==> src/hdl/core_config.svh <==
// Build-time sizes for the core. Memory depths must be powers of two.
// Addresses beyond a memory's depth wrap onto the low words.

`ifndef CORE_CONFIG_SVH
`define CORE_CONFIG_SVH

// Instruction memory depth in 32-bit words
`define CORE_IMEM_WORDS 256

// Data memory depth in 32-bit words
`define CORE_DMEM_WORDS 256

// First pc after reset, byte address
`define CORE_RESET_PC 32'h0000_0000

`endif

==> src/hdl/core_pkg.sv <==
// Shared types for the three-stage RV32I subset core.
// Only the opcodes listed in opcode_e are decoded.

`default_nettype none

package core_pkg;

  //--------------------------------------------------------------------
  // Basic widths
  //--------------------------------------------------------------------

  typedef logic [31:0] word_t;
  typedef logic [4:0]  reg_addr_t;

  //--------------------------------------------------------------------
  // Major opcodes, inst[6:0]
  //--------------------------------------------------------------------

  typedef enum logic [6:0] {
    OPC_OP     = 7'b0110011,
    OPC_OP_IMM = 7'b0010011,
    OPC_LUI    = 7'b0110111,
    OPC_LOAD   = 7'b0000011,
    OPC_STORE  = 7'b0100011,
    OPC_BRANCH = 7'b1100011,
    OPC_JAL    = 7'b1101111
  } opcode_e;

  // ALU function, PASS_B forwards operand b (lui)
  typedef enum logic [2:0] {
    ALU_ADD,
    ALU_SUB,
    ALU_AND,
    ALU_OR,
    ALU_PASS_B
  } alu_op_e;

  // Source of the value written back
  typedef enum logic [1:0] {
    WB_ALU,
    WB_LOAD,
    WB_LINK
  } wb_sel_e;

endpackage

`default_nettype wire

==> src/hdl/writeback_stage.sv <==
// Result select, register write and the retire trace.
// trace_val is a one-cycle strobe; the other trace fields hold the last
// retired record between strobes and mean nothing while trace_wen is low.

`timescale 1ns/1ps
`default_nettype none

module writeback_stage
  import core_pkg::*;
(
  input  logic      clk,
  input  logic      rst,
  input  logic      w_valid,
  input  word_t     w_pc,
  input  reg_addr_t w_rd,
  input  logic      w_we,
  input  wb_sel_e   w_sel,
  input  word_t     w_alu,
  input  word_t     dmem_rdata,
  output logic      rf_we,
  output reg_addr_t rf_rd,
  output word_t     rf_data,
  output logic      trace_val,
  output word_t     trace_pc,
  output reg_addr_t trace_waddr,
  output word_t     trace_wdata,
  output logic      trace_wen
);

  //--------------------------------------------------------------------
  // Result select and register write, also the execute bypass
  //--------------------------------------------------------------------

  word_t result;

  always_comb begin
    case (w_sel)
      WB_LOAD: result = dmem_rdata;
      WB_LINK: result = w_pc + 32'd4;
      default: result = w_alu;
    endcase
  end

  assign rf_we   = w_valid && w_we;
  assign rf_rd   = w_rd;
  assign rf_data = result;

  //--------------------------------------------------------------------
  // Trace, live record on the strobe, last record otherwise
  //--------------------------------------------------------------------

  word_t     held_pc;
  reg_addr_t held_rd;
  word_t     held_data;
  logic      held_wen;

  always_ff @(posedge clk) begin
    if (rst) begin
      held_wen <= 1'b0;
    end else if (w_valid) begin
      held_wen <= rf_we;
    end
  end

  always_ff @(posedge clk) begin
    if (w_valid) begin
      held_pc   <= w_pc;
      held_rd   <= w_rd;
      held_data <= result;
    end
  end

  assign trace_val   = w_valid;
  assign trace_pc    = w_valid ? w_pc   : held_pc;
  assign trace_waddr = w_valid ? w_rd   : held_rd;
  assign trace_wdata = w_valid ? result : held_data;
  assign trace_wen   = w_valid ? rf_we  : held_wen;

endmodule

`default_nettype wire

==> config.mk <==
export PLATFORM = sky130hd
export DESIGN_NAME = writeback_stage
export DESIGN_NICKNAME = d
export VERILOG_FILES = /design/src/hdl/core_config.svh /design/src/hdl/core_pkg.sv /design/src/hdl/writeback_stage.sv
export SDC_FILE = /design/constraint.sdc
export NUM_CORES = 1
export LEC_CHECK = 0
export BUFFER_PORTS_ARGS = -buffer_cell sky130_fd_sc_hd__buf_2
export CAP_MARGIN = 15
export CELL_PAD_IN_SITES_DETAIL_PLACEMENT = 0
export CELL_PAD_IN_SITES_GLOBAL_PLACEMENT = 1
export CORE_MARGIN = 2
export CORE_UTILIZATION = 31
export CTS_CLUSTER_DIAMETER = 50
export DETAILED_ROUTE_END_ITERATION = 16
export PLACE_DENSITY = 0.8
export SETUP_SLACK_MARGIN = 0.02
export SKIP_LAST_GASP = 1
export SYNTH_ARGS = -nofsm -noshare
export SYNTH_HDL_FRONTEND = slang
export SYNTH_SLANG_ARGS = --single-unit
==> constraint.sdc <==
create_clock -name clk -period 4.32 [get_ports clk]
set_clock_uncertainty 0.2 [all_clocks]
set_input_delay 1.08 -clock clk [delete_from_list [all_inputs] [get_ports clk]]
set_output_delay 1.08 -clock clk [all_outputs]
set_load 0.01 [all_outputs]
## Yosys cells after proc, flatten, opt, wreduce, memory -nomap -nowiden

Cells that the tools add are included.

- Bits in registers: 70
- Word-level logic and storage cells: 13

- Muxes and demuxes: 5
- Add/subtract/negate cells: 1
- Reduce and logical (&&, ||, !) cells: 1
- Equality and inequality tests: 2

Operator list:

| operator | count |
|---|---|
| $mux 32 | 2 |
| $pmux 32 s2 | 1 |
| $add 32x3->32 const B | 1 |
| $mux 5 | 1 |
| $eq 2x1->1 const B | 1 |
| $eq 2x2->1 const B | 1 |
| $logic_and 1x1->1 | 1 |
| $mux 1 | 1 |

## Longest topological paths before layout

Gate-level depths: netlist of the first run.

- Word-level depth: 3
- Depth in mapped cells: 9
- Gate-level depth less buffers: 7

## Worst setup path before layout of the first run

Ideal clock, no wire load.

- Path kind: input port to output port
- From: in w_pc[4]
- To: out trace_wdata[13]
- Stages: 7
- Data required time: 3.040 ns
- Slack: 0.143 ns
- Data arrival time: 2.897 ns
- Path buffers: 2
- Cell sequence: buf_2 -> nand4_4 -> or3_1 -> buf_2 -> or4_1 -> a32oi_1 -> mux2_2

- Word-level cells in the longest chain between the ends: 3

Ends and longest elaborated chain:

| item | line | text |
|---|---|---|
| start: declaration | writeback_stage.sv:14 | `input word_t w_pc,` |
| $add 32x3->32 | writeback_stage.sv:39 | `WB_LINK: result = w_pc + 32'd4;` |
| $pmux 32 s2 | writeback_stage.sv:37 | `case (w_sel)` |
| via rf_data[13] | writeback_stage.sv:22 | `output word_t rf_data,` |
| $mux 32 | - |  |
| end: declaration | writeback_stage.sv:26 | `output word_t trace_wdata,` |

The timed path passes the listed nets, and every way through them passes these cells.

## Final worst setup path of the first run

- From: in w_pc[2]
- To: out trace_wdata[24]

- Word-level cells in the longest chain between the ends: 3

Ends and longest elaborated chain:

| item | line |
|---|---|
| $add 32x3->32 | writeback_stage.sv:39 |
| $pmux 32 s2 | writeback_stage.sv:37 |
| $mux 32 | - |

No other way between the ends.

==> impl_metrics.toml, run 1 <==
[status]
status = "complete, no violations"

[final_layout]
final_area_mm2 = 0.00548
final_common_cell = "buf_2"
nNetsFinal = 768
final_cell_mix = "buf_2, dfxtp_1, mux2_2"
syn_to_final_growth_pct = 45.5
layout-drive-gt1-share_pct = 50.1
diodes = 0
fill_cells = 1206

[global_routing]
grt-ovfl-total = 0
grt_pass1_vias = 4062
grt_max_degree = 58
gr-usage-met3_pct = 6.14
antenna_found_initial = 0
grt.busiest_layer = "met2"
grtUsageTotal_pct = 20.4
met2_usage_pct = 35.7
grt_pass1_wl_um = 20600
grtUsageMet1_pct = 24.0

[critical_path]
crit_slowest_cell = "or4_4"
crit_buf_inv = 4
rrSetupSlack_ns = 3.38
critPathKind = "primary input to output port"
end_kind = "output port"
cpLargestDelayFamily = "compound AO/OA/AOI/OAI gates"
startpoint = "w_pc[2]"
worst_path_most_repeated_cell = "buf_2"
slowest_delay_ns = 0.56
cp.arrival_ns = 2.97
critPathMaxFanout = 7
cp.required_ns = 3.04
path_cells = "buf_2 > ha_2 > inv_1 > or4_4 > o41a_1 > o21ai_2 > buf_4 > a31oi_1 > buf_2"
timing.rr.start = "held_data[25]$_DFF_P_"
critPathLaunchType = "primary input"

[sta]
drv_slew = 0
hold_violations = 0
relSlewSlack_pct = 55.8
timing.final.crit_share_pct = 98.4
max_clock_freq_mhz = 235
worst_pin_slew_ns = 0.661
setup_violations = 0
rsz0062_at_grt = "true"
whs_ns = 0.270
fin_crit_ns = 4.25

[synth]
synth_edf_count = 0
syn_avg_cell_area_um2 = 8.71
syn_area_mm2 = 0.00376
yosys_most_used_dff = "dfxtp_1"
synth-seq-cells = 70
netlist_instances = 432
yosys_warnings = 0
synth.distinct_cells = 46
synth_nets = 542
ys_seq_area_share_pct = 37.2
async_reset_ff_share_pct = 0

[routing]
post_drt_wl_per_cell_um = 16.8
drc_errors = 0
antenna_left = 0
firstDrtPassIters = 4
wl_um = 13600
drt_iter0_markers = 220
vias = 4151
vias_per_cell = 5.12

[clock_network]
cts_root_buf = "clkbuf_16"
clk_latency_ns = 0.34
h-tree-depth = 3
cts.sinks = 70
numCtsBuffers = 9
clock_path_buffers = 2
cts_tree = "built"
clk_pin_slew_worst_paths_ns = 0.05
cts_hold_buffers = 0

[worst_hold_path]
hp-class = "register to register"
hp-start = "held_pc[14]$_DFF_P_"

[place]
placed_area_mm2 = 0.00510
io_buffers = 215
place.gp.congestion = 0.812
place_hpwl_um = 10500

[power]
ir_drop_mv = 0.262
static-leakage-power_nw = 2.52
power.density_mw_per_mm2 = 360

[die]
dieArea_mm2 = 0.0130
core_area_mm2 = 0.0119
die_x_um = 114
core.rowCount = 40
pin_count = 216
start_util_pct = 31.6
die_height_um = 114

[run]
maxCapViolCount = 0
-- registers in the layout (all words and copies together), names as in the netlist --
name       flops
held_rd        5
held_pc       32
held_data     32
held_wen       1
-- repair_timing --
action                     CTS  global route
resized for setup            3            11
pin swaps                    0             4
setup endpoints to repair    2            18
setup buffers                0             6
-- worst paths after layout --
path | to | cells after the start
max | trace_wdata[24] | 9
min | held_pc[14]$_DFF_P_ | 1
max reg2reg | held_data[25]$_DFF_P_ | 3
min reg2reg | held_pc[14]$_DFF_P_ | 1
-- final cells by class --
type / instances / area (um^2) / share of cell area (%)
flip-flops and latches: 70 / 1400 / 25.6
inverters: 14 / 52.6 / 0.960
multi-input cells: 314 / 2220 / 40.6
well taps: 147 / 184 / 3.36
clock buffers: 10 / 229 / 4.18
repair buffers: 249 / 1350 / 24.6
clock inverters: 6 / 38.8 / 0.708
-- metrics by stage --
stage,total power [mW],cells,utilization (%),worst slack [ns],TNS [ns]
after floorplan,1.05,432,-,0.143,0
after global placement,1.30,789,42.8,-0.0843,-0.130
after detailed placement,1.31,789,42.8,-0.127,-0.205
after CTS,1.99,805,45.2,0.0202,0
after global routing,2.08,810,46.0,-0.0627,-0.0927
final,1.97,810,46.0,0.0691,0
-- cells by family (layout without fill, tap and decap cells) --
logic type                 after synthesis  in the layout  share of synthesized area, %
xor gates and xnor gates                18             18                          4.19
and+or+nand+nor                        135            135                          17.7
DFF                                     70             70                          37.2
AOI/OAI and AO/OA                      103            103                          18.0
adders and majority gates                3              3                         0.997
buffers and inverters                   48            279                          5.48
muxes                                   55             55                          16.4
-- cells in the mapped netlist, types with 5 or more instances --
cell | number | area share (%)
nand2_1 | 50 | 5.0
nor3_1 | 11 | 1.5
xnor2_1 | 12 | 2.8
clkbuf_1 | 21 | 2.1
nor2_1 | 21 | 2.1
buf_4 | 6 | 1.2
and3_1 | 6 | 1.0
mux2_2 | 53 | 16
or3_1 | 6 | 1.0
inv_1 | 13 | 1.3
xor2_1 | 6 | 1.4
a31oi_1 | 16 | 2.7
nand4_1 | 6 | 1.0
o31ai_1 | 7 | 1.4
o21ai_0 | 26 | 3.5
o221ai_1 | 5 | 1.2
a21o_1 | 6 | 1.2
dfxtp_1 | 70 | 37
nand3_1 | 13 | 1.7
a22oi_1 | 5 | 1.0
nor4_1 | 5 | 0.83
a21oi_1 | 15 | 2.0
or4_1 | 5 | 1.0
-- report_power, final --
part	switching, mW	total, mW	internal, mW
sequential	0.0194	0.749	0.730
clock	0.285	0.671	0.386
combinational	0.303	0.552	0.249
-- layer usage --
metal	up-vias	wire (um)
li1	2028	-
met1	1959	5600
met2	154	6900
met3	10	976
met4	0	124
met5	-	0
(Power assumes the default switching activity.)
==> inputs of run 2 (changes only) <==
--- a/config.mk
+++ b/config.mk
@@ -10,10 +10,10 @@
 export CELL_PAD_IN_SITES_DETAIL_PLACEMENT = 0
 export CELL_PAD_IN_SITES_GLOBAL_PLACEMENT = 1
 export CORE_MARGIN = 2
-export CORE_UTILIZATION = 31
+export CORE_UTILIZATION = 30
 export CTS_CLUSTER_DIAMETER = 50
 export DETAILED_ROUTE_END_ITERATION = 16
-export PLACE_DENSITY = 0.8
+export PLACE_DENSITY = 0.77
 export SETUP_SLACK_MARGIN = 0.02
 export SKIP_LAST_GASP = 1
 export SYNTH_ARGS = -nofsm -noshare
==> run 2 against run 1 <==
Worst setup slack got worse by 0.042 ns. Sequential share of layout area is 0.099 points lower. Register-to-register slack improved by 0.03 ns. Combinational power increased by 0.7%. Fmax fell by 0.99%. First-iteration DRC count decreased by 3.6%. Via count up 0.60%. Clock power rose by 11%. Cell area grew 0.39%. Routed wire length increased by 1.7%. Sequential power about the same.
==> impl_metrics.toml, run 2 (same netlist as run 1, synthesis figures left out) <==
[critical_path]
cpLargestDelayFamily = "simple AND/OR/NAND/NOR gates"
path_cells = "buf_2 > ha_1 > inv_1 > or4_1 > o41a_1 > o21ai_0 > buf_4 > a31oi_1 > buf_2"
cp.arrival_ns = 3.01
rrSetupSlack_ns = 3.41
slowest_delay_ns = 0.61
end_kind = "output port"
crit_slowest_cell = "or4_1"
cp.required_ns = 3.04
critPathLaunchType = "primary input"
worst_path_most_repeated_cell = "buf_2"
crit_buf_inv = 4
critPathKind = "primary input to output port"
critPathMaxFanout = 4

[final_layout]
final_cell_mix = "buf_2, dfxtp_1, mux2_2"
final_common_cell = "buf_2"
biggestRegsByFlops = "held_data x32, held_pc x32, held_rd x5"
diodes = 0
instances_no_fill = 832
syn_to_final_growth_pct = 46.0
nNetsFinal = 769
layout-drive-gt1-share_pct = 48.9

[clock_network]
numCtsBuffers = 9
cts_tree = "built"
clock_path_buffers = 2
clk_pin_slew_worst_paths_ns = 0.06
cts_root_buf = "clkbuf_16"
post_cts_resized = 0
postCtsSetupBuffers = 0
h-tree-depth = 3
clk_latency_ns = 0.34
cts_hold_buffers = 0
cts.sinks = 70

[global_routing]
grt.busiest_layer = "met2"
grt_max_degree = 43
antenna_found_initial = 0
met2_usage_pct = 35.4
grtUsageTotal_pct = 20.0
gr-usage-met3_pct = 6.28
grt-ovfl-total = 0
grt_pass1_wl_um = 20500
grt_pass1_vias = 4031
grtUsageMet1_pct = 22.7

[place]
place.gp.congestion = 0.796
place_hpwl_um = 10800
io_buffers = 215
placed_cells = 816

[sta]
worst_pin_slew_ns = 0.526
timing.final.crit_share_pct = 99.4
max_clock_freq_mhz = 233
rsz0062_at_grt = "true"
fin_crit_ns = 4.29
setup_violations = 0
drv_slew = 0
tns_ns = 0
whs_ns = 0.261
relSlewSlack_pct = 64.6
hold_violations = 0

[die]
dieArea_mm2 = 0.0135
die_x_um = 116
core_area_mm2 = 0.0121
start_util_pct = 31.1
die_height_um = 116
core.rowCount = 40
pin_count = 216

[status]
status = "complete, no violations"

[routing]
antenna_left = 0
vias_per_cell = 5.02
drt_iter0_markers = 212
drc_errors = 0
post_drt_wl_per_cell_um = 16.6
firstDrtPassIters = 4
wl_um = 13800
vias = 4176

[power]
static-leakage-power_nw = 2.54
power.density_mw_per_mm2 = 373
ir_drop_mv = 0.226

[worst_hold_path]
hp-class = "register to register"

[run]
maxCapViolCount = 0
-- run 2: cell types whose count changed in the layout (fill, tap and decap cells not counted), moves of 2 or more --
cell and change:
nor4_2 -3, nor4b_1 +2, nor4b_2 -2, nor4_1 +3
-- run 2: report_power, final --
| part | leakage, nW | total, mW | switching [mW] | internal, mW |
|---|---|---|---|---|
| clock | 0.148 | 0.747 | 0.286 | 0.460 |
| sequential | 0.590 | 0.749 | 0.0188 | 0.730 |
| combinational | 1.80 | 0.556 | 0.306 | 0.249 |
-- run 2: area by class of cell --
type / instances / area [um^2]
tap: 168 / 210
sequential: 70 / 1400
inverter: 14 / 52.6
multi-input combinational: 314 / 2180
timing repair buffer: 250 / 1350
clock buffer: 10 / 239
clock inverter: 6 / 61.3
fill: 1227 / 6610
-- run 2: final timing paths --
check / start / endpoint / cells past startpoint
worst max-delay path: w_pc[3] / trace_wdata[24] / 9
worst min-delay path: held_data[11]$_DFF_P_ / held_data[11]$_DFF_P_ / 1
worst max register to register: held_data[21]$_DFF_P_ / held_data[21]$_DFF_P_ / 3
worst min register to register: held_data[11]$_DFF_P_ / held_data[11]$_DFF_P_ / 1
-- run 2: layer usage --
metal  vias to the layer above  wire length [um]
li1                       2031                 -
met1                      1953              5840
met2                       177              6710
met3                        15              1070
met4                         0               212
met5                         -                 0
-- run 2: through the flow --
step                util (%)  setup slack (ns)  area [um^2]  power (mW)
floorplan                  -             0.143         3760        1.05
global placement        42.7            0.0510         5170        1.31
detailed placement      42.7            0.0265         5170        1.32
CTS                     45.2            0.0227         5480        2.07
global route            45.4           -0.0754         5500        2.16
finish                  45.4            0.0268         5500        2.05
==> inputs of run 3 (changes only) <==
--- a/config.mk
+++ b/config.mk
@@ -5,7 +5,6 @@
 export SDC_FILE = /design/constraint.sdc
 export NUM_CORES = 1
 export LEC_CHECK = 0
-export BUFFER_PORTS_ARGS = -buffer_cell sky130_fd_sc_hd__buf_2
 export CAP_MARGIN = 15
 export CELL_PAD_IN_SITES_DETAIL_PLACEMENT = 0
 export CELL_PAD_IN_SITES_GLOBAL_PLACEMENT = 1
@@ -13,9 +12,9 @@
 export CORE_UTILIZATION = 30
 export CTS_CLUSTER_DIAMETER = 50
 export DETAILED_ROUTE_END_ITERATION = 16
-export PLACE_DENSITY = 0.77
+export DONT_BUFFER_PORTS = 1
+export PLACE_DENSITY = 0.56
 export SETUP_SLACK_MARGIN = 0.02
-export SKIP_LAST_GASP = 1
 export SYNTH_ARGS = -nofsm -noshare
 export SYNTH_HDL_FRONTEND = slang
 export SYNTH_SLANG_ARGS = --single-unit
==> run 3 against run 2 <==
Die area unchanged. Sequential share of layout area is 6.1 points higher. Sequential cell count is the same. Critical endpoint is now rf_data[27].
==> impl_metrics.toml, run 3 (same netlist as run 1, synthesis figures left out) <==
[status]
status = "complete, no violations"

[worst_hold_path]
hp-class = "register to register"

[sta]
rsz0062_at_grt = "false"
drv_slew = 0
tns_ns = 0
fin_crit_ns = 4.21
max_clock_freq_mhz = 238
relSlewSlack_pct = 62.6
worst_pin_slew_ns = 0.557
whs_ns = 0.288
timing.final.crit_share_pct = 97.3
hold_violations = 0
setup_violations = 0
setup_ws_ns = 0.115

[power]
total_power_mw = 1.88
static-leakage-power_nw = 1.69
ir_drop_mv = 0.176
power.density_mw_per_mm2 = 424

[final_layout]
final_cell_mix = "dfxtp_1, mux2_2, nand2_1"
final_core_util_pct = 36.6
biggestRegsByFlops = "held_data x32, held_pc x32, held_rd x5"
fill_cells = 1279
layout-drive-gt1-share_pct = 24.1
final_common_cell = "dfxtp_1"
syn_to_final_growth_pct = 17.7
diodes = 0
nNetsFinal = 558

[die]
die_x_um = 116
dieArea_mm2 = 0.0135
pin_count = 216
die_height_um = 116
core.rowCount = 40
start_util_pct = 31.1
core_area_mm2 = 0.0121

[routing]
firstDrtPassIters = 5
antenna_left = 0
wl_um = 12800
vias_per_cell = 5.37
drc_errors = 0
vias = 3327
post_drt_wl_per_cell_um = 20.7
drt_iter0_markers = 217

[critical_path]
end_kind = "output port"
cp.arrival_ns = 2.93
worst_path_most_repeated_cell = "buf_4"
crit_buf_inv = 2
critPathLaunchType = "primary input"
critPathMaxFanout = 10
crit_slowest_cell = "or4_1"
slowest_delay_ns = 0.72
cpLargestDelayFamily = "simple AND/OR/NAND/NOR gates"
cp.required_ns = 3.04
critPathKind = "primary input to output port"
path_cells = "nand4_4 > or4_1 > o21a_1 > o21ai_0 > buf_4 > a31oi_1 > buf_4"

[place]
place_ws_ns = 0.0675
place.gp.congestion = 0.784
io_buffers = 0
place_hpwl_um = 9900

[clock_network]
numCtsBuffers = 9
cts_hold_buffers = 0
h-tree-depth = 3
clk_latency_ns = 0.33
clock_path_buffers = 2
cts.sinks = 70
cts_tree = "built"
clk_pin_slew_worst_paths_ns = 0.05
cts_root_buf = "clkbuf_16"

[global_routing]
met2_usage_pct = 32.3
gr-usage-met3_pct = 7.79
antenna_found_initial = 0
grt.busiest_layer = "met2"
grtUsageTotal_pct = 18.3
grt_max_degree = 80
grt_pass1_wl_um = 18500
grt-ovfl-total = 0
grt_pass1_vias = 3244
grtUsageMet1_pct = 20.5

[run]
maxCapViolCount = 0
## run 3: worst paths after layout
| kind | startpoint | to | slack, ns | depth (start not counted) |
|---|---|---|---|---|
| min reg2reg | held_data[20]$_DFF_P_ | held_data[20]$_DFF_P_ | 0.29 | 2 |
| max | w_pc[4] | rf_data[27] | 0.11 | 7 |
| min | held_data[20]$_DFF_P_ | held_data[20]$_DFF_P_ | 0.29 | 2 |
| max reg2reg | held_data[18]$_DFF_P_ | held_data[18]$_DFF_P_ | 3.24 | 2 |
## run 3: metrics by stage
stage	std cells	area, um^2
6_report	620	4430
3_5_place_dp	605	4140
3_3_place_gp	605	4140
4_1_cts	620	4430
5_1_grt	620	4430
2_1_floorplan	432	3760
## run 3: area by class of cell
class                      instances  area, um^2  share of cell area, %
clock inverter                     4        47.5                   1.07
timing repair buffer              39         318                   7.17
multi-input combinational        314        2160                   48.7
clock buffer                      11         243                   5.48
inverter                          14        52.6                   1.19
tap                              168         210                   4.74
sequential                        70        1400                   31.6
## run 3: power breakdown
part	internal, mW	switching, mW	total (mW)	leakage [nW]
Sequential	0.730	0.0175	0.748	0.590
Clock	0.457	0.273	0.730	0.141
Combinational	0.167	0.234	0.401	0.960
Total	1.35	0.525	1.88	1.69
## run 3: routing by layer
| metal | wire length [um] | vias up | share of wire [%] |
|---|---|---|---|
| met2 | 6440 | 151 | 50 |
| met5 | 0 | - | 0 |
| met1 | 5020 | 1572 | 39 |
| met3 | 1290 | 5 | 10 |
| met4 | 56 | 0 | 0.44 |
| li1 | - | 1599 | - |
## run 3: worst min-delay path, cell delays in order, from the launching register on
cell and delay [ns]:
dfxtp_1 0.30, mux2i_1 0.06, o31ai_1 0.09
## run 3: timing repair
action | CTS | global route
gates resized for setup | 0 | 1
setup buffers | 0 | 0
endpoints found under the setup margin | 0 | 1
